`config.mk`:
```
export PLATFORM = sky130hd
export DESIGN_NAME = priv_csr_top
export DESIGN_NICKNAME = d
export VERILOG_FILES = /design/src/hw/priv_csr_pkg.sv /design/src/hw/priv_csr_top.sv /design/src/hw/csr_read_mux.sv /design/src/hw/priv_status.sv /design/src/hw/trap_bank.sv /design/src/hw/trap_cause_unit.sv
export VERILOG_INCLUDE_DIRS = /design/src /design/src/hw
export SDC_FILE = /design/constraint.sdc
export NUM_CORES = 1
export LEC_CHECK = 0
export BUFFER_PORTS_ARGS = -buffer_cell sky130_fd_sc_hd__buf_2
export CAP_MARGIN = 20
export CORE_MARGIN = 2
export CORE_UTILIZATION = 59
export CTS_CLUSTER_SIZE = 8
export DETAILED_ROUTE_END_ITERATION = 12
export GPL_TIMING_DRIVEN = 0
export PLACE_DENSITY = 0.84
export SYNTH_ARGS = -nofsm -noshare
export SYNTH_HDL_FRONTEND = slang
export SYNTH_SLANG_ARGS = --single-unit
```
`constraint.sdc`:
```
create_clock -name clk_i -period 6.11 [get_ports clk_i]
set_input_delay 0.611 -clock clk_i [delete_from_list [all_inputs] [get_ports clk_i]]
set_output_delay 0.611 -clock clk_i [all_outputs]
set_load 0.05 [all_outputs]
```
`src/hw/priv_csr_defs.svh`:
```
// privileged CSR block constants
// data width, reset vector, ID values, CSR addresses and field positions
`ifndef PRIV_CSR_DEFS_SVH
`define PRIV_CSR_DEFS_SVH

`define PRIV_XLEN           32
`define PRIV_RESET_VECTOR   32'h0000_0100
`define PRIV_NUM_BANKS      2
`define PRIV_BANK_M         0
`define PRIV_BANK_S         1

`define PRIV_VENDOR_ID      32'h0000_0000
`define PRIV_ARCH_ID        32'h0000_0000
`define PRIV_IMPL_ID        32'h0000_0001
`define PRIV_HART_ID        32'h0000_0000

// status, enable and delegation registers
`define PRIV_ADDR_SSTATUS   12'h100
`define PRIV_ADDR_SIE       12'h104
`define PRIV_ADDR_MSTATUS   12'h300
`define PRIV_ADDR_MEDELEG   12'h302
`define PRIV_ADDR_MIDELEG   12'h303
`define PRIV_ADDR_MIE       12'h304
`define PRIV_ADDR_MVENDORID 12'hF11
`define PRIV_ADDR_MARCHID   12'hF12
`define PRIV_ADDR_MIMPID    12'hF13
`define PRIV_ADDR_MHARTID   12'hF14

// bank registers, level goes in bits 9:8
`define PRIV_ADDR_TVEC_LO    8'h05
`define PRIV_ADDR_SCRATCH_LO 8'h40
`define PRIV_ADDR_EPC_LO     8'h41
`define PRIV_ADDR_CAUSE_LO   8'h42
`define PRIV_ADDR_TVAL_LO    8'h43

// mstatus bit positions
`define PRIV_STATUS_SIE     1
`define PRIV_STATUS_MIE     3
`define PRIV_STATUS_SPIE    5
`define PRIV_STATUS_MPIE    7
`define PRIV_STATUS_SPP     8
`define PRIV_STATUS_MPP_LO  11
`define PRIV_STATUS_MPP_HI  12

// writable field masks
`define PRIV_MSTATUS_MASK   32'h0000_19AA
`define PRIV_SSTATUS_MASK   32'h0000_0122
`define PRIV_MIE_MASK       12'hAAA
`define PRIV_SIE_MASK       12'h222
`define PRIV_MEDELEG_MASK   16'h0356
`define PRIV_MIDELEG_MASK   16'h0222

`endif
```
`src/hw/priv_csr_pkg.sv`:
```
// privileged CSR types
// mode encoding, trap cause codes and the structs passed between units
`include "priv_csr_defs.svh"

package priv_csr_pkg;

    typedef enum logic [1:0] {
        MODE_U = 2'd0,
        MODE_S = 2'd1,
        MODE_M = 2'd3
    } priv_mode_e;

    // interrupt causes carry bit 31
    localparam logic [`PRIV_XLEN-1:0] CAUSE_INTR_SS = 32'h8000_0001;
    localparam logic [`PRIV_XLEN-1:0] CAUSE_INTR_MS = 32'h8000_0003;
    localparam logic [`PRIV_XLEN-1:0] CAUSE_INTR_ST = 32'h8000_0005;
    localparam logic [`PRIV_XLEN-1:0] CAUSE_INTR_MT = 32'h8000_0007;
    localparam logic [`PRIV_XLEN-1:0] CAUSE_INTR_SE = 32'h8000_0009;
    localparam logic [`PRIV_XLEN-1:0] CAUSE_INTR_ME = 32'h8000_000B;

    localparam logic [`PRIV_XLEN-1:0] CAUSE_EXCP_INS_FAULT  = 32'd1;
    localparam logic [`PRIV_XLEN-1:0] CAUSE_EXCP_ILLEGAL    = 32'd2;
    localparam logic [`PRIV_XLEN-1:0] CAUSE_EXCP_LOAD_MALA  = 32'd4;
    localparam logic [`PRIV_XLEN-1:0] CAUSE_EXCP_STORE_MALA = 32'd6;
    localparam logic [`PRIV_XLEN-1:0] CAUSE_EXCP_ECALL_U    = 32'd8;
    localparam logic [`PRIV_XLEN-1:0] CAUSE_EXCP_ECALL_S    = 32'd9;
    localparam logic [`PRIV_XLEN-1:0] CAUSE_EXCP_ECALL_M    = 32'd11;

    typedef struct packed {
        logic                  en;
        logic [11:0]           addr;
        logic [`PRIV_XLEN-1:0] data;
    } csr_wr_t;

    typedef struct packed {
        logic                  take;
        logic                  irq;
        priv_mode_e            target;
        logic [`PRIV_XLEN-1:0] cause;
        logic [`PRIV_XLEN-1:0] value;
        logic [`PRIV_XLEN-1:0] pc;
    } trap_info_t;

    typedef struct packed {
        logic [`PRIV_XLEN-1:0] tvec;
        logic [`PRIV_XLEN-1:0] scratch;
        logic [`PRIV_XLEN-1:0] epc;
        logic [`PRIV_XLEN-1:0] cause;
        logic [`PRIV_XLEN-1:0] tval;
    } bank_view_t;

    typedef struct packed {
        priv_mode_e            mode;
        logic [`PRIV_XLEN-1:0] mstatus;
        logic [11:0]           mie;
        logic [15:0]           medeleg;
        logic [15:0]           mideleg;
    } status_view_t;

endpackage

```
`src/hw/priv_csr_top.sv`:
```
// privileged CSR and trap block, top level
// joins cause unit, status registers, read mux and the per-level trap banks
`timescale 1ns/1ps
`include "priv_csr_defs.svh"

module priv_csr_top (
    input  logic                     clk_i,
    input  logic                     resetb_i,
    input  logic                     stage_en_i,
    input  logic                     access_i,
    input  logic [11:0]              addr_i,
    output logic                     bad_csr_addr_o,
    output logic                     readonly_csr_o,
    output logic                     priv_too_low_o,
    output logic [`PRIV_XLEN-1:0]    rd_data_o,
    input  logic                     wr_i,
    input  logic [11:0]              wr_addr_i,
    input  logic [`PRIV_XLEN-1:0]    wr_data_i,
    input  logic                     ex_valid_i,
    input  logic                     irq_m_ext_i,
    input  logic                     irq_m_sw_i,
    input  logic                     irq_m_tmr_i,
    input  logic                     irq_s_ext_i,
    input  logic                     irq_s_sw_i,
    input  logic                     irq_s_tmr_i,
    input  logic                     excp_ferr_i,
    input  logic                     excp_ilgl_i,
    input  logic                     excp_mala_i,
    input  logic                     excp_masa_i,
    input  logic                     excp_ecall_i,
    input  logic [`PRIV_XLEN-1:0]    excp_pc_i,
    input  logic [`PRIV_XLEN-1:0]    excp_ins_i,
    output logic                     interrupt_o,
    output logic                     jump_to_trap_o,
    output logic [`PRIV_XLEN-1:0]    trap_entry_addr_o,
    input  logic                     trap_rtn_i,
    input  logic [1:0]               trap_rtn_mode_i,
    output logic [`PRIV_XLEN-1:0]    trap_rtn_addr_o,
    output priv_csr_pkg::priv_mode_e mode_o,
    output logic [`PRIV_XLEN-1:0]    trap_cause_o
);
    import priv_csr_pkg::*;

    csr_wr_t      csr_wr;
    trap_info_t   trap;
    status_view_t status;
    bank_view_t   banks [`PRIV_NUM_BANKS];

    // a return in the same cycle wins over the write
    assign csr_wr.en   = wr_i & ~trap_rtn_i;
    assign csr_wr.addr = wr_addr_i;
    assign csr_wr.data = wr_data_i;

    assign jump_to_trap_o = trap.take;
    assign trap_cause_o   = trap.cause;

    trap_cause_unit u_cause (
        .status_i     (status),
        .ex_valid_i   (ex_valid_i),
        .irq_m_ext_i  (irq_m_ext_i),
        .irq_m_sw_i   (irq_m_sw_i),
        .irq_m_tmr_i  (irq_m_tmr_i),
        .irq_s_ext_i  (irq_s_ext_i),
        .irq_s_sw_i   (irq_s_sw_i),
        .irq_s_tmr_i  (irq_s_tmr_i),
        .excp_ferr_i  (excp_ferr_i),
        .excp_ilgl_i  (excp_ilgl_i),
        .excp_mala_i  (excp_mala_i),
        .excp_masa_i  (excp_masa_i),
        .excp_ecall_i (excp_ecall_i),
        .excp_pc_i    (excp_pc_i),
        .excp_ins_i   (excp_ins_i),
        .trap_o       (trap),
        .interrupt_o  (interrupt_o)
    );

    priv_status u_status (
        .clk_i           (clk_i),
        .resetb_i        (resetb_i),
        .stage_en_i      (stage_en_i),
        .wr_i            (csr_wr),
        .trap_i          (trap),
        .trap_rtn_i      (trap_rtn_i),
        .trap_rtn_mode_i (trap_rtn_mode_i),
        .status_o        (status),
        .mode_o          (mode_o)
    );

    // bank 0 serves M, bank 1 serves S
    for (genvar i = 0; i < `PRIV_NUM_BANKS; i++) begin : g_bank
        trap_bank #(
            .LEVEL ((i == `PRIV_BANK_M) ? MODE_M : MODE_S)
        ) u_bank (
            .clk_i      (clk_i),
            .resetb_i   (resetb_i),
            .stage_en_i (stage_en_i),
            .wr_i       (csr_wr),
            .trap_i     (trap),
            .view_o     (banks[i])
        );
    end

    csr_read_mux u_rd_mux (
        .clk_i             (clk_i),
        .resetb_i          (resetb_i),
        .stage_en_i        (stage_en_i),
        .access_i          (access_i),
        .addr_i            (addr_i),
        .status_i          (status),
        .banks_i           (banks),
        .trap_i            (trap),
        .trap_rtn_mode_i   (trap_rtn_mode_i),
        .rd_data_o         (rd_data_o),
        .bad_csr_addr_o    (bad_csr_addr_o),
        .readonly_csr_o    (readonly_csr_o),
        .priv_too_low_o    (priv_too_low_o),
        .trap_entry_addr_o (trap_entry_addr_o),
        .trap_rtn_addr_o   (trap_rtn_addr_o)
    );

endmodule

```
`src/hw/csr_read_mux.sv`:
```
// CSR read mux and access checks
// registered read data and flags, trap entry and return address select
`timescale 1ns/1ps
`include "priv_csr_defs.svh"

module csr_read_mux (
    input  logic                       clk_i,
    input  logic                       resetb_i,
    input  logic                       stage_en_i,
    input  logic                       access_i,
    input  logic [11:0]                addr_i,
    input  priv_csr_pkg::status_view_t status_i,
    input  priv_csr_pkg::bank_view_t   banks_i [`PRIV_NUM_BANKS],
    input  priv_csr_pkg::trap_info_t   trap_i,
    input  logic [1:0]                 trap_rtn_mode_i,
    output logic [`PRIV_XLEN-1:0]      rd_data_o,
    output logic                       bad_csr_addr_o,
    output logic                       readonly_csr_o,
    output logic                       priv_too_low_o,
    output logic [`PRIV_XLEN-1:0]      trap_entry_addr_o,
    output logic [`PRIV_XLEN-1:0]      trap_rtn_addr_o
);
    import priv_csr_pkg::*;

    bank_view_t            rd_bank;
    bank_view_t            tgt_bank;
    logic                  bank_addr;
    logic [`PRIV_XLEN-1:0] rd_data;
    logic                  rd_bad;
    logic [`PRIV_XLEN-1:0] tvec_base;

    // ----------------------------------------
    // read decode
    // ----------------------------------------
    assign rd_bank   = banks_i[(addr_i[9:8] == MODE_M) ? `PRIV_BANK_M : `PRIV_BANK_S];
    assign bank_addr = (addr_i[11:10] == 2'b00) &&
                       ((addr_i[9:8] == MODE_M) || (addr_i[9:8] == MODE_S));

    always_comb begin
        rd_data = '0;
        rd_bad  = 1'b0;
        case (addr_i)
            `PRIV_ADDR_SSTATUS:   rd_data = status_i.mstatus & `PRIV_SSTATUS_MASK;
            `PRIV_ADDR_SIE:       rd_data = {20'b0, status_i.mie & `PRIV_SIE_MASK};
            `PRIV_ADDR_MSTATUS:   rd_data = status_i.mstatus;
            `PRIV_ADDR_MEDELEG:   rd_data = {16'b0, status_i.medeleg};
            `PRIV_ADDR_MIDELEG:   rd_data = {16'b0, status_i.mideleg};
            `PRIV_ADDR_MIE:       rd_data = {20'b0, status_i.mie};
            `PRIV_ADDR_MVENDORID: rd_data = `PRIV_VENDOR_ID;
            `PRIV_ADDR_MARCHID:   rd_data = `PRIV_ARCH_ID;
            `PRIV_ADDR_MIMPID:    rd_data = `PRIV_IMPL_ID;
            `PRIV_ADDR_MHARTID:   rd_data = `PRIV_HART_ID;
            default: begin
                rd_bad = 1'b1;
                if (bank_addr) begin
                    rd_bad = 1'b0;
                    case (addr_i[7:0])
                        `PRIV_ADDR_TVEC_LO:    rd_data = rd_bank.tvec;
                        `PRIV_ADDR_SCRATCH_LO: rd_data = rd_bank.scratch;
                        `PRIV_ADDR_EPC_LO:     rd_data = rd_bank.epc;
                        `PRIV_ADDR_CAUSE_LO:   rd_data = rd_bank.cause;
                        `PRIV_ADDR_TVAL_LO:    rd_data = rd_bank.tval;
                        default:               rd_bad  = 1'b1;
                    endcase
                end
            end
        endcase
    end

    // data and flags hold between accesses
    always_ff @(posedge clk_i or negedge resetb_i) begin
        if (!resetb_i) begin
            rd_data_o      <= '0;
            bad_csr_addr_o <= 1'b0;
            readonly_csr_o <= 1'b0;
            priv_too_low_o <= 1'b0;
        end else if (stage_en_i && access_i) begin
            rd_data_o      <= rd_data;
            bad_csr_addr_o <= rd_bad;
            readonly_csr_o <= (addr_i[11:10] == 2'b11);
            priv_too_low_o <= (addr_i[9:8] > status_i.mode);
        end
    end

    // ----------------------------------------
    // trap entry and return addresses
    // ----------------------------------------
    assign tgt_bank  = banks_i[(trap_i.target == MODE_M) ? `PRIV_BANK_M : `PRIV_BANK_S];
    assign tvec_base = {tgt_bank.tvec[`PRIV_XLEN-1:2], 2'b00};

    // vectored mode offsets interrupts by four times the cause number
    assign trap_entry_addr_o = (trap_i.irq && (tgt_bank.tvec[1:0] == 2'b01)) ?
                               tvec_base + {trap_i.cause[`PRIV_XLEN-3:0], 2'b00} : tvec_base;

    assign trap_rtn_addr_o =
        banks_i[(trap_rtn_mode_i == MODE_M) ? `PRIV_BANK_M : `PRIV_BANK_S].epc;

endmodule

```
`src/hw/priv_status.sv`:
```
// privilege mode and status registers
// mstatus, mie and delegation with trap entry and xret transitions
`timescale 1ns/1ps
`include "priv_csr_defs.svh"

module priv_status (
    input  logic                       clk_i,
    input  logic                       resetb_i,
    input  logic                       stage_en_i,
    input  priv_csr_pkg::csr_wr_t      wr_i,
    input  priv_csr_pkg::trap_info_t   trap_i,
    input  logic                       trap_rtn_i,
    input  logic [1:0]                 trap_rtn_mode_i,
    output priv_csr_pkg::status_view_t status_o,
    output priv_csr_pkg::priv_mode_e   mode_o
);
    import priv_csr_pkg::*;

    priv_mode_e            mode_q;
    logic [`PRIV_XLEN-1:0] mstatus_q;
    logic [11:0]           mie_q;
    logic [15:0]           medeleg_q;
    logic [15:0]           mideleg_q;
    logic [1:0]            mpp;

    assign mpp = mstatus_q[`PRIV_STATUS_MPP_HI:`PRIV_STATUS_MPP_LO];

    always_ff @(posedge clk_i or negedge resetb_i) begin
        if (!resetb_i) begin
            mode_q    <= MODE_M;
            mstatus_q <= '0;
            mie_q     <= '0;
            medeleg_q <= '0;
            mideleg_q <= '0;
        end else if (stage_en_i) begin
            if (trap_i.take) begin
                if (trap_i.target == MODE_M) begin
                    mstatus_q[`PRIV_STATUS_MPP_HI:`PRIV_STATUS_MPP_LO] <= mode_q;
                    mstatus_q[`PRIV_STATUS_MPIE] <= mstatus_q[`PRIV_STATUS_MIE];
                    mstatus_q[`PRIV_STATUS_MIE]  <= 1'b0;
                end else begin
                    mstatus_q[`PRIV_STATUS_SPP]  <= (mode_q != MODE_U);
                    mstatus_q[`PRIV_STATUS_SPIE] <= mstatus_q[`PRIV_STATUS_SIE];
                    mstatus_q[`PRIV_STATUS_SIE]  <= 1'b0;
                end
                mode_q <= trap_i.target;
            end else if (trap_rtn_i) begin
                if (trap_rtn_mode_i == MODE_M) begin
                    // reserved MPP value falls back to U
                    mode_q <= (mpp == 2'b10) ? MODE_U : priv_mode_e'(mpp);
                    mstatus_q[`PRIV_STATUS_MIE]  <= mstatus_q[`PRIV_STATUS_MPIE];
                    mstatus_q[`PRIV_STATUS_MPIE] <= 1'b1;
                    mstatus_q[`PRIV_STATUS_MPP_HI:`PRIV_STATUS_MPP_LO] <= MODE_U;
                end else if (trap_rtn_mode_i == MODE_S) begin
                    mode_q <= mstatus_q[`PRIV_STATUS_SPP] ? MODE_S : MODE_U;
                    mstatus_q[`PRIV_STATUS_SIE]  <= mstatus_q[`PRIV_STATUS_SPIE];
                    mstatus_q[`PRIV_STATUS_SPIE] <= 1'b1;
                end
            end else if (wr_i.en) begin
                case (wr_i.addr)
                    // supervisor views touch only the S fields
                    `PRIV_ADDR_SSTATUS: begin
                        mstatus_q <= (wr_i.data & `PRIV_SSTATUS_MASK) |
                                     (mstatus_q & ~`PRIV_SSTATUS_MASK);
                    end
                    `PRIV_ADDR_SIE: begin
                        mie_q <= (wr_i.data[11:0] & `PRIV_SIE_MASK) | (mie_q & ~`PRIV_SIE_MASK);
                    end
                    `PRIV_ADDR_MSTATUS: mstatus_q <= wr_i.data & `PRIV_MSTATUS_MASK;
                    `PRIV_ADDR_MEDELEG: medeleg_q <= wr_i.data[15:0] & `PRIV_MEDELEG_MASK;
                    `PRIV_ADDR_MIDELEG: mideleg_q <= wr_i.data[15:0] & `PRIV_MIDELEG_MASK;
                    `PRIV_ADDR_MIE:     mie_q     <= wr_i.data[11:0] & `PRIV_MIE_MASK;
                    default: begin
                    end
                endcase
            end
        end
    end

    assign status_o.mode    = mode_q;
    assign status_o.mstatus = mstatus_q;
    assign status_o.mie     = mie_q;
    assign status_o.medeleg = medeleg_q;
    assign status_o.mideleg = mideleg_q;
    assign mode_o           = mode_q;

endmodule

```
`src/hw/trap_bank.sv`:
```
// trap register bank for one privilege level
// tvec, scratch, epc, cause and tval with CSR write and trap capture
`timescale 1ns/1ps
`include "priv_csr_defs.svh"

module trap_bank #(
    parameter priv_csr_pkg::priv_mode_e LEVEL = priv_csr_pkg::MODE_M
) (
    input  logic                     clk_i,
    input  logic                     resetb_i,
    input  logic                     stage_en_i,
    input  priv_csr_pkg::csr_wr_t    wr_i,
    input  priv_csr_pkg::trap_info_t trap_i,
    output priv_csr_pkg::bank_view_t view_o
);
    import priv_csr_pkg::*;

    localparam logic [`PRIV_XLEN-1:0] TVEC_RESET =
        (LEVEL == MODE_M) ? `PRIV_RESET_VECTOR : '0;

    bank_view_t bank_q;
    logic       wr_hit;
    logic       trap_hit;

    // read-write CSRs of this level only
    assign wr_hit   = wr_i.en && (wr_i.addr[11:10] == 2'b00) && (wr_i.addr[9:8] == LEVEL);
    assign trap_hit = trap_i.take && (trap_i.target == LEVEL);

    always_ff @(posedge clk_i or negedge resetb_i) begin
        if (!resetb_i) begin
            bank_q.tvec    <= TVEC_RESET;
            bank_q.scratch <= '0;
            bank_q.epc     <= '0;
            bank_q.cause   <= '0;
            bank_q.tval    <= '0;
        end else if (stage_en_i) begin
            if (trap_i.take) begin
                // a trap to the other level blocks writes here as well
                if (trap_hit) begin
                    bank_q.epc   <= {trap_i.pc[`PRIV_XLEN-1:2], 2'b00};
                    bank_q.cause <= trap_i.cause;
                    bank_q.tval  <= trap_i.value;
                end
            end else if (wr_hit) begin
                case (wr_i.addr[7:0])
                    `PRIV_ADDR_TVEC_LO: begin
                        // mode 2 and 3 are reserved
                        bank_q.tvec <= {wr_i.data[`PRIV_XLEN-1:2], 1'b0, wr_i.data[0]};
                    end
                    `PRIV_ADDR_SCRATCH_LO: begin
                        bank_q.scratch <= wr_i.data;
                    end
                    `PRIV_ADDR_EPC_LO: begin
                        bank_q.epc <= {wr_i.data[`PRIV_XLEN-1:2], 2'b00};
                    end
                    `PRIV_ADDR_CAUSE_LO: begin
                        bank_q.cause <= wr_i.data;
                    end
                    `PRIV_ADDR_TVAL_LO: begin
                        bank_q.tval <= wr_i.data;
                    end
                    default: begin
                    end
                endcase
            end
        end
    end

    assign view_o = bank_q;

endmodule

```
`src/hw/trap_cause_unit.sv`:
```
// trap cause unit
// pending interrupt detect, cause and value encoding, delegation target
`timescale 1ns/1ps
`include "priv_csr_defs.svh"

module trap_cause_unit (
    input  priv_csr_pkg::status_view_t status_i,
    input  logic                       ex_valid_i,
    input  logic                       irq_m_ext_i,
    input  logic                       irq_m_sw_i,
    input  logic                       irq_m_tmr_i,
    input  logic                       irq_s_ext_i,
    input  logic                       irq_s_sw_i,
    input  logic                       irq_s_tmr_i,
    input  logic                       excp_ferr_i,
    input  logic                       excp_ilgl_i,
    input  logic                       excp_mala_i,
    input  logic                       excp_masa_i,
    input  logic                       excp_ecall_i,
    input  logic [`PRIV_XLEN-1:0]      excp_pc_i,
    input  logic [`PRIV_XLEN-1:0]      excp_ins_i,
    output priv_csr_pkg::trap_info_t   trap_o,
    output logic                       interrupt_o
);
    import priv_csr_pkg::*;

    logic [11:0]           raw_irq;
    logic [11:0]           irq_mask;
    logic [11:0]           irq_v;
    logic                  m_glb_en;
    logic                  s_glb_en;
    logic                  excp_any;
    logic [`PRIV_XLEN-1:0] icause;
    logic [`PRIV_XLEN-1:0] ecause;
    logic [`PRIV_XLEN-1:0] evalue;
    logic [`PRIV_XLEN-1:0] cause;
    logic [3:0]            deleg_idx;
    logic                  deleg;

    // ----------------------------------------
    // interrupt pending
    // ----------------------------------------
    assign raw_irq = {irq_m_ext_i, 1'b0, irq_s_ext_i, 1'b0,
                      irq_m_tmr_i, 1'b0, irq_s_tmr_i, 1'b0,
                      irq_m_sw_i,  1'b0, irq_s_sw_i,  1'b0};

    assign m_glb_en = status_i.mstatus[`PRIV_STATUS_MIE] || (status_i.mode != MODE_M);
    assign s_glb_en = (status_i.mode == MODE_U) ||
                      ((status_i.mode == MODE_S) && status_i.mstatus[`PRIV_STATUS_SIE]);

    assign irq_mask    = {3{m_glb_en, 1'b0, s_glb_en, 1'b0}};
    assign irq_v       = raw_irq & status_i.mie & irq_mask;
    assign interrupt_o = |irq_v;

    // external, then software, then timer
    always_comb begin
        if (irq_v[11])     icause = CAUSE_INTR_ME;
        else if (irq_v[9]) icause = CAUSE_INTR_SE;
        else if (irq_v[3]) icause = CAUSE_INTR_MS;
        else if (irq_v[1]) icause = CAUSE_INTR_SS;
        else if (irq_v[7]) icause = CAUSE_INTR_MT;
        else               icause = CAUSE_INTR_ST;
    end

    // ----------------------------------------
    // exception cause and trap value
    // ----------------------------------------
    always_comb begin
        ecause = '0;
        evalue = '0;
        if (excp_ferr_i) begin
            ecause = CAUSE_EXCP_INS_FAULT;
        end else if (excp_ilgl_i) begin
            ecause = CAUSE_EXCP_ILLEGAL;
            evalue = excp_ins_i;
        end else if (excp_mala_i) begin
            ecause = CAUSE_EXCP_LOAD_MALA;
            evalue = excp_pc_i;
        end else if (excp_masa_i) begin
            ecause = CAUSE_EXCP_STORE_MALA;
            evalue = excp_pc_i;
        end else begin
            case (status_i.mode)
                MODE_M:  ecause = CAUSE_EXCP_ECALL_M;
                MODE_S:  ecause = CAUSE_EXCP_ECALL_S;
                default: ecause = CAUSE_EXCP_ECALL_U;
            endcase
        end
    end

    assign excp_any = excp_ferr_i | excp_ilgl_i | excp_mala_i | excp_masa_i | excp_ecall_i;
    assign cause    = interrupt_o ? icause : ecause;

    // delegation to S only from below M
    assign deleg_idx = cause[3:0];
    assign deleg     = (status_i.mode != MODE_M) &&
                       (interrupt_o ? status_i.mideleg[deleg_idx] : status_i.medeleg[deleg_idx]);

    assign trap_o.take   = ex_valid_i & (interrupt_o | excp_any);
    assign trap_o.irq    = interrupt_o;
    assign trap_o.target = deleg ? MODE_S : MODE_M;
    assign trap_o.cause  = cause;
    assign trap_o.value  = interrupt_o ? '0 : evalue;
    assign trap_o.pc     = excp_pc_i;

endmodule

```
# Word-level counts from Yosys, hierarchy flattened

Index checks and enable logic that the tools add are counted.

Bits in registers: 408
Input bits: 140
Logic and storage cells: 227

$add $sub $neg: 1
Magnitude comparators: 5
Equality and inequality tests: 48
Multiplexer cells: 83
Bitwise gates (word level): 16
Reductions and logical operators: 52

Operators by type and width:

| cell                                                                                 | number |
|---|---|
| 160-bit 2-to-1 mux                                                                   | 6 |
| 96-bit 2-to-1 mux                                                                    | 9 |
| 32-bit 2-to-1 mux                                                                    | 19 |
| 32-bit one-hot mux with 8 select lines                                               | 1 |
| 32-bit one-hot mux with 5 select lines                                               | 1 |
| 12-bit by 10-bit equality test with 1-bit output, second input constant              | 8 |
| 32-bit by 2-bit greater-or-equal comparator with 1-bit output, second input constant | 3 |
| 32-bit NOT                                                                           | 3 |
| 8-bit by 7-bit equality test with 1-bit output, second input constant                | 8 |
| 32-bit one-hot mux with 2 select lines                                               | 1 |
| 12-bit equality test, second input constant                                          | 4 |
| 12-bit by 9-bit equality test with 1-bit output, second input constant               | 4 |
| 4-bit AND reduction                                                                  | 10 |
| 32-bit adder                                                                         | 1 |
| 9-bit by 32-bit bitwise OR with 32-bit output                                        | 1 |
| 5-bit AND reduction                                                                  | 6 |
| 1-bit 2-to-1 mux                                                                     | 29 |
| 12-bit bitwise AND                                                                   | 2 |
| 2-bit 2-to-1 mux                                                                     | 12 |
| 12-bit one-hot mux with 2 select lines                                               | 1 |
| 2-bit nonzero test                                                                   | 10 |
| 8-bit by 3-bit equality test with 1-bit output, second input constant                | 2 |
| 2-bit equality test, second input constant                                           | 7 |
| 13-bit 2-to-1 mux                                                                    | 1 |
| other kinds (24)                                                                     | 56 |

# Depth between registers and ports, before layout

Gate-level depths: netlist of run 1.

Depth after elaboration: 24
Mapped depth: 22

# Modules after synthesis

Synthesis of run 1 repeated with hierarchy kept, for this count alone.

Cells, all modules: 2,470
Area, all modules: 24,611.1 um^2

By module, submodules not included:

| module                        | times used | cells each | area each (um^2) |
|---|---|---|---|
| csr_read_mux                  | 1          | 927        | 7,428.4 |
| trap_bank at g_bank[0].u_bank | 1          | 584        | 7,049.3 |
| trap_bank at g_bank[1].u_bank | 1          | 584        | 7,048.0 |
| priv_status                   | 1          | 169        | 1,676.6 |
| trap_cause_unit               | 1          | 205        | 1,395.1 |
| priv_csr_top                  | 1          | 1          | 13.8 |

# Least setup slack after synthesis of run 1

No wires, ideal clock.

Path kind: reg-to-output
Start: register u_status.mode_q[0], in the netlist u_status.mode_o[0]
End: output port trap_entry_addr_o[31]
Arrival time: 5.797 ns
Setup slack: -0.298 ns
Stages on the path, launching flop included: 22
Buffers on the path: 4
Cell sequence: dfstp_2 buf_4 and2b_1 o32a_1 a21oi_1 a21oi_1 o311a_4 or2_1 buf_6 buf_6 mux2i_2 inv_1 ha_1 a21o_1 a21oi_1 o21bai_1 nand3_1 or3_1 clkbuf_1 nor4_1 xnor2_1 mux2i_1

Longest elaborated chain between the ends: 23
Elaborated cells between the ends (all ways): 37

Ends and longest elaborated chain:

| what                                                  | line                  | RTL |
|---|---|---|
| start: declaration                                    | priv_status.sv:19     | `priv_mode_e mode_q;` |
| start signal: assignment                              | priv_status.sv:46     | `mode_q <= trap_i.target;` |
| start signal: assignment                              | priv_status.sv:50     | `mode_q <= (mpp == 2'b10) ? MODE_U : priv_mode_e'(mpp);` |
| start signal: assignment                              | priv_status.sv:55     | `` mode_q <= mstatus_q[`PRIV_STATUS_SPP] ? MODE_S : MODE_U; `` |
| 2-bit by 1-bit equality test with 1-bit output        | trap_cause_unit.sv:49 | `` ((status_i.mode == MODE_S) && status_i.mstatus[`PRIV_STATUS_SIE]); `` |
| 1-bit logical AND                                     | trap_cause_unit.sv:49 |  |
| 1-bit logical OR                                      | trap_cause_unit.sv:48 | `assign s_glb_en = (status_i.mode == MODE_U) \|\|` |
| 12-bit bitwise AND (*)                                | trap_cause_unit.sv:52 | `assign irq_v = raw_irq & status_i.mie & irq_mask;` |
| 32-bit 2-to-1 mux                                     | trap_cause_unit.sv:60 | `else if (irq_v[1]) icause = CAUSE_INTR_SS;` |
| 32-bit 2-to-1 mux                                     | trap_cause_unit.sv:59 | `else if (irq_v[3]) icause = CAUSE_INTR_MS;` |
| 32-bit 2-to-1 mux                                     | trap_cause_unit.sv:58 | `else if (irq_v[9]) icause = CAUSE_INTR_SE;` |
| 32-bit 2-to-1 mux                                     | trap_cause_unit.sv:57 | `if (irq_v[11]) icause = CAUSE_INTR_ME;` |
| 32-bit 2-to-1 mux (*)                                 | trap_cause_unit.sv:92 | `assign cause = interrupt_o ? icause : ecause;` |
| via trap_cause_o[2]                                   | priv_csr_top.sv:40    | `` output logic [`PRIV_XLEN-1:0] trap_cause_o `` |
| branches (longest 13 deep; another with 32-bit adder) | n/a                   |  |
| 32-bit 2-to-1 mux (*)                                 | csr_read_mux.sv:92    | `assign trap_entry_addr_o = (trap_i.irq && (tgt_bank.tvec[1:0] == 2'b01)) ?` |
| end: declaration                                      | priv_csr_top.sv:35    | `` output logic [`PRIV_XLEN-1:0] trap_entry_addr_o, `` |

Mark *: on every way through the listed nets, which the timed path passes. The select of a mux whose other input is x is not followed.

# Worst setup path after layout of run 1

Start: register u_status.mode_q[0], in the netlist u_status.mode_o[0]
End: output port trap_entry_addr_o[11]

Longest elaborated chain between the ends: 23
Elaborated cells between the ends (all ways): 37

Ends and longest elaborated chain:

| what                                                       | line |
|---|---|
| branches (longest 22 deep; another with 32-bit 2-to-1 mux) | n/a |
| 32-bit 2-to-1 mux (*)                                      | csr_read_mux.sv:92 |

Mark *: on every way between the ends. The select of a mux whose other input is x is not followed.

==> results.json, run 1 <==
{
  "status": "finished, violations left",
  "violations": "negative setup slack",
  "finalPower_uw": 6320,
  "powerDensity_mw_per_mm2": 258,
  "yosys.area_share.xor_xnor": 0.0217,
  "worstPathMaxFanout": 12,
  "rsz0062_at_grt": "yes",
  "fin_tns_setup_ns": -0.0128,
  "yosys.area.top_type": "dfrtp_1",
  "rows": 68,
  "ys_ff_latch": 373,
  "grt_pass1_wl_um": 121000,
  "netlist_instances": 2084,
  "die_h_um": 191,
  "cts_buffers": 52,
  "post_drt_wl_per_cell_um": 28.4,
  "maxSlewHeadroom": 0.225,
  "totalWireLength_um": 82700,
  "power_frac_comb": 0.146,
  "start_util": 0.598,
  "pwr-share-clk": 0.421,
  "finalHoldViolations": 0,
  "layoutNonFillerInstCount": 2914,
  "io_pins": 275,
  "slowest_stage": "o21bai_1",
  "synth_compound_area_frac": 0.199,
  "clk_pin_slew_ns": 0.05,
  "path_cells": "buf_6 > and3b_2 > o32a_4 > inv_2 > buf_6 > clkbuf_1 > o21bai_1 > inv_1 > ha_1 > a21o_1 > a21oi_2 > o21bai_4 > buf_4 > buf_4 > nand3_2 > nor2_1 > xor2_1 > nor2_1 > a21oi_1 > clkbuf_4",
  "synth_edf_count": 0,
  "cts_max_path_buffers": 3,
  "synthTopCellsByArea": "dfrtp_1 (45%), mux2_2 (13%), nand2_1 (6.4%)",
  "hold_path_class": "input pin to flip-flop",
  "grt.total_usage": 0.451,
  "grt_max_degree": 122,
  "arrival_ns": 5.51,
  "antenna_found_initial": 4,
  "synthMuxAreaShare": 0.142,
  "dp_hpwl_um": 57900,
  "setup_violations": 1,
  "synthSimpleGateAreaFrac": 0.129,
  "synth_area_mm2": 0.0206,
  "fmax_ghz": 0.163,
  "gp_congestion": 0.988,
  "drive_gt1_frac": 0.281,
  "fp.dieArea_mm2": 0.0364,
  "p_leak_uw": 0.0113,
  "gr-total-overflow": 0,
  "clock_tree.root_cell": "clkbuf_16",
  "final_max_slew_viol_count": 0,
  "layout_common_cells": "dfrtp_1 (369), nand2_1 (349), buf_2 (241)",
  "fin_util": 0.711,
  "area_delta_synth_final_pct": 18.9,
  "viasPerCell": 7.03,
  "fin_crit_sh": 1.00,
  "ant_nets": 0,
  "async_flop_share": 1.00,
  "placedCellCount": 2809,
  "p_sw_frac": 0.292,
  "fin_worst_skew_ns": 0.0337,
  "setup_slack_ns": -0.0128,
  "internal_power_uw": 4470,
  "required_ns": 5.50,
  "n_fill_cell": 2536,
  "crit_type": "flip-flop to primary output",
  "core_area_mm2": 0.0345,
  "ctsHtreeMaxLevel": 2,
  "synth_top_flop_cell": "dfrtp_1",
  "clock_latency_ns": 0.59,
  "synth_seq_area_share": 0.453,
  "final_common_cell": "dfrtp_1",
  "num_vias": 20485,
  "synthAdderAreaFrac": 0.00461,
  "worst_slew_pin_slew_ns": 1.15,
  "avgSynthCellArea_um2": 9.89,
  "dieWidth_um": 191,
  "synthDistinctLibCells": 81,
  "vdd_drop_max_mv": 0.254,
  "maxCapViolations": 0,
  "period_needed_ns": 6.12,
  "firstDrtPassIters": 8,
  "drt_first_iter_violations": 3285,
  "port-buffer-count": 235,
  "fin_nets": 2584,
  "p_sw_uw": 1840,
  "cts.sinks": 373,
  "drc_errors": 0,
  "worstSetupEndpointType": "primary output",
  "grt_pass1_vias": 19764,
  "synth_warnings": 0,
  "cts_tree": "done",
  "power_frac_seq": 0.433,
  "synth_top_family_by_area": "compound AO/OA/AOI/OAI gates",
  "cpPeakStageDelay_ns": 0.80,
  "yosys.area.top_type_share": 0.449,
  "cp-start-kind": "flip-flop"
}
## state kept, by name (all words and copies together) (netlist names)
register                 count
g_bank.u_bank.view_o       314
u_rd_mux.rd_data_o          32
u_status.mstatus_q           7
u_status.medeleg_q           6
u_status.mie_q               6
u_status.mideleg_q           3
u_status.mode_o              2
u_rd_mux.bad_csr_addr_o      1
u_rd_mux.priv_too_low_o      1
u_rd_mux.readonly_csr_o      1
## path summary, 6_finish.rpt
check	slack [ns]	end	depth (start not counted)	from
setup / recovery	-0.01	trap_entry_addr_o[11]	20	u_status.mode_o[0]$_DFFE_PN1P_
hold / removal	0.29	u_rd_mux.readonly_csr_o$_DFFE_PN0P_	3	addr_i[11]
setup reg to reg	2.41	g_bank[1].u_bank.view_o[110]$_DFFE_PN0P_	10	u_status.mode_o[0]$_DFFE_PN1P_
hold reg to reg	0.47	u_rd_mux.rd_data_o[26]$_DFFE_PN0P_	2	u_rd_mux.rd_data_o[26]$_DFFE_PN0P_
max in group asynchronous	4.11	g_bank[1].u_bank.view_o[33]$_DFFE_PN0P_	4	resetb_i
min in group asynchronous	0.53	g_bank[0].u_bank.view_o[137]$_DFFE_PN0P_	2	resetb_i
## cells by family (layout without fill, tap and decap cells)
kind of cell / after synthesis / in the layout
muxes: 259 / 259
buffers and inverters: 212 / 555
other: 1 / 33
xor gates and xnor gates: 51 / 51
DFF: 373 / 373
and+or+nand+nor: 604 / 604
adders and majority gates: 7 / 7
AOI/OAI and AO/OA: 577 / 577
## critical path: cells and delay by family (launching register included)
| family | cells | cell delay (ns) |
|---|---|---|
| buf+inv | 8 | 1.45 |
| simple gates | 4 | 0.73 |
| compound gates | 6 | 1.67 |
| flops | 1 | 0.56 |
| fa+ha+maj | 1 | 0.33 |
| xor+xnor | 1 | 0.16 |
## cell usage after synthesis (5+ instances only)
cell / instances
dfrtp_1: 370
nand2_1: 349
mux2_2: 234
a21oi_1: 147
clkbuf_1: 107
nor2_1: 98
a22oi_1: 92
o21ai_0: 80
a221oi_1: 68
a22o_1: 64
o2bb2ai_1: 60
buf_4: 42
nor4_1: 30
xor2_1: 28
nand3_1: 25
nor3_1: 23
xnor2_1: 23
buf_2: 20
nand4_1: 20
inv_1: 19
buf_1: 14
mux2i_1: 12
and3_1: 11
a31oi_1: 10
buf_6: 8
mux2_1: 7
nor2b_1: 7
a21o_1: 6
a222oi_1: 6
ha_1: 6
o41ai_1: 6
and2_1: 5
mux2_4: 5
nand2b_1: 5
or3_1: 5
## power groups by stage
stage / registers (uW) / logic (uW) / clock network [uW]
finish: 2740 / 920 / 2660
global route: 2750 / 963 / 2730
CTS: 2730 / 885 / 2620
detailed placement: 2770 / 868 / 0
global placement: 2760 / 839 / 0
floorplan: 2770 / 523 / 0
## through the flow
step / area [um^2] / worst slack (ns) / hold WS (ns)
after floorplan: 20700 / 0.0726 / 0.315
after CTS: 24300 / -0.0195 / 0.280
after global routing: 24500 / -0.0669 / 0.301
after detailed placement: 22600 / -0.790 / 0.465
after global placement: 22500 / -2.64 / 0.457
final: 24500 / -0.0128 / 0.292
## cell type report
cell class / instances / area, um^2 / share of cell area
well taps: 455 / 569 / 0.0232
clock buffers: 71 / 1380 / 0.0564
clock inverters: 3 / 47.5 / 0.00194
plain buffers: 189 / 963 / 0.0393
diodes: 2 / 5.00 / 0.000204
multi-input cells: 1529 / 10600 / 0.431
inverters: 21 / 78.8 / 0.00322
flip-flops and latches: 373 / 9340 / 0.381
repair buffers: 271 / 1550 / 0.0632
## per-layer routing
layer  vias up  GRT usage  routed length [um]
met3       456      0.177               12800
met5         -          0                  54
met1      9852      0.581               29500
met2      1855      0.645               34700
met4         6      0.257                5560
li1       8316          -                   -
## timing repair
action	CTS	global route
endpoints found under the hold margin	45	0
setup buffers	15	15
pin swaps	8	14
gates resized for setup	38	26
hold buffers	1	0
setup endpoints to repair	24	22
No activity file was read; power rests on OpenSTA's default activity.
==> inputs of run 2 (changes only) <==
--- a/config.mk
+++ b/config.mk
@@ -9,11 +9,10 @@
 export BUFFER_PORTS_ARGS = -buffer_cell sky130_fd_sc_hd__buf_2
 export CAP_MARGIN = 20
 export CORE_MARGIN = 2
-export CORE_UTILIZATION = 59
+export CORE_UTILIZATION = 50
 export CTS_CLUSTER_SIZE = 8
 export DETAILED_ROUTE_END_ITERATION = 12
-export GPL_TIMING_DRIVEN = 0
-export PLACE_DENSITY = 0.84
+export PLACE_DENSITY = 0.74
 export SYNTH_ARGS = -nofsm -noshare
 export SYNTH_HDL_FRONTEND = slang
 export SYNTH_SLANG_ARGS = --single-unit
==> constraint.sdc (replaced) <==
create_clock -name clk_i -period 7.3 [get_ports clk_i]
set_input_delay 0.73 -clock clk_i [delete_from_list [all_inputs] [get_ports clk_i]]
set_output_delay 0.73 -clock clk_i [all_outputs]
set_load 0.05 [all_outputs]
==> run 2 against run 1 <==
  * The flow now finishes without violations
  * Die area up 18%
  * Critical path depth unchanged
  * Clock power down 17%
  * Count of clock-buffer cells in the layout down 8
==> results.json, run 2 (synthesis results as in run 1) <==
{
  "status": "finished clean",
  "grt_pass1_wl_um": 113000,
  "cts_tree": "done",
  "clk_pin_slew_ns": 0.05,
  "fin_crit_sh": 0.923,
  "worstSetupEndpointType": "primary output",
  "hold_path_class": "input pin to asynchronous set/reset pin",
  "drive_gt1_frac": 0.270,
  "vdd_drop_max_mv": 0.192,
  "fmax_ghz": 0.148,
  "fin_worst_skew_ns": 0.0484,
  "cts_max_path_buffers": 3,
  "fp.dieArea_mm2": 0.0429,
  "arrival_ns": 6.00,
  "io_pins": 275,
  "post_drt_wl_per_cell_um": 26.6,
  "core_area_mm2": 0.0407,
  "grt_pass1_vias": 18478,
  "worst_slew_pin_slew_ns": 1.13,
  "setup_violations": 0,
  "maxSlewHeadroom": 0.237,
  "drc_errors": 0,
  "viasPerCell": 6.66,
  "area_delta_synth_final_pct": 13.9,
  "crit_type": "flip-flop to primary output",
  "start_util": 0.506,
  "ctsHtreeMaxLevel": 2,
  "final_common_cell": "dfrtp_1",
  "rsz0062_at_grt": "no",
  "die_h_um": 207,
  "clock_tree.root_cell": "clkbuf_16",
  "fin_tns_setup_ns": 0,
  "cp-start-kind": "flip-flop",
  "ant_nets": 0,
  "dp_hpwl_um": 47900,
  "cts_hold_buf": 0,
  "p_leak_uw": 0.0108,
  "regToRegSetupSlack_ns": 2.13,
  "grt_max_degree": 157,
  "gp_congestion": 0.918,
  "largest_register_ff_count": 314,
  "firstDrtPassIters": 5,
  "num_vias": 18680,
  "finalHoldViolations": 0,
  "totalWireLength_um": 74500,
  "layout_common_cells": "dfrtp_1 (370), nand2_1 (346), buf_2 (242)",
  "worstPathMaxFanout": 16,
  "required_ns": 6.57,
  "powerDensity_mw_per_mm2": 221,
  "n_fill_cell": 3513,
  "grt.total_usage": 0.338,
  "gr-total-overflow": 0,
  "cts.sinks": 373,
  "fin_util": 0.576,
  "dieWidth_um": 207,
  "fin_nets": 2406,
  "cts_buffers": 52,
  "design_area_mm2": 0.0235,
  "rows": 74,
  "finalPower_uw": 5180,
  "maxCapViolations": 0,
  "antenna_found_initial": 7,
  "drt_first_iter_violations": 2237,
  "final_max_slew_viol_count": 0,
  "dpl_cell_area_mm2": 0.0220,
  "period_needed_ns": 6.73,
  "port-buffer-count": 243,
  "clock_latency_ns": 0.61
}
## run 2: final timing paths
check | start | to | depth (start not counted)
setup reg to reg | u_status.mode_o[1]$_DFFE_PN1P_ | g_bank[0].u_bank.view_o[61]$_DFFE_PN0P_ | 12
setup / recovery | u_status.mode_o[1]$_DFFE_PN1P_ | trap_entry_addr_o[28] | 20
hold / removal | resetb_i | u_rd_mux.rd_data_o[6]$_DFFE_PN0P_ | 1
hold reg to reg | u_rd_mux.rd_data_o[17]$_DFFE_PN0P_ | u_rd_mux.rd_data_o[17]$_DFFE_PN0P_ | 2
min in group clk_i | addr_i[11] | u_rd_mux.readonly_csr_o$_DFFE_PN0P_ | 3
max in group asynchronous | resetb_i | g_bank[0].u_bank.view_o[117]$_DFFE_PN0P_ | 2
## run 2: per-stage QoR
stage | setup slack [ns] | hold slack, ns | std cells
detailed placement | 0.954 | 0.466 | 2737
floorplan | 0.756 | 0.434 | 2114
CTS | 0.502 | 0.300 | 2803
finish | 0.565 | 0.245 | 2805
global placement | 1.05 | 0.458 | 2736
global route | 0.169 | 0.311 | 2803
## run 2: area by class of cell
class / count / area (um^2) / share of cell area
clock buffer: 63 / 1340 / 0.0572
tap: 532 / 666 / 0.0284
antenna: 2 / 5.00 / 0.000213
clock inverter: 3 / 80.1 / 0.00341
timing repair buffer: 282 / 1530 / 0.0654
inverter: 21 / 80.1 / 0.00341
sequential: 373 / 9340 / 0.398
multi-input combinational: 1529 / 10400 / 0.444
## run 2: what timing repair did
item / in CTS / in global routing
setup buffers: 0 / 0
resized for setup: 0 / 1
endpoints found under the setup margin: 0 / 1
## run 2: report_power, final
part           switching [uW]  leakage, uW  total, uW  internal, uW
sequential               95.5      0.00492       2290          2190
combinational             471      0.00517        693           222
clock                     924     0.000686       2200          1280
## run 2: routing by layer
metal | up-vias | track usage | part of all wire
met5 | - | 0 | 0.00036
met4 | 4 | 0.136 | 0.041
met3 | 220 | 0.0723 | 0.11
met2 | 1196 | 0.519 | 0.45
met1 | 9318 | 0.469 | 0.39
li1 | 7942 | - | -
## run 2: worst max-delay path: stages, from the launching register on
cell and delay (ns):
dfstp_2 0.68, and3b_1 0.29, o32a_2 0.32, inv_2 0.09, o22a_1 0.22, o311a_4 0.36
or2_2 0.51, mux2_4 0.27, ha_1 0.15, inv_1 0.06, fa_1 0.45, nor2b_1 0.14
o21a_1 0.18, o211ai_1 0.10, buf_4 0.20, nor4_1 0.46, nand3_1 0.25, nor3_1 0.19
nor3_1 0.08, a21oi_1 0.13, buf_2 0.28
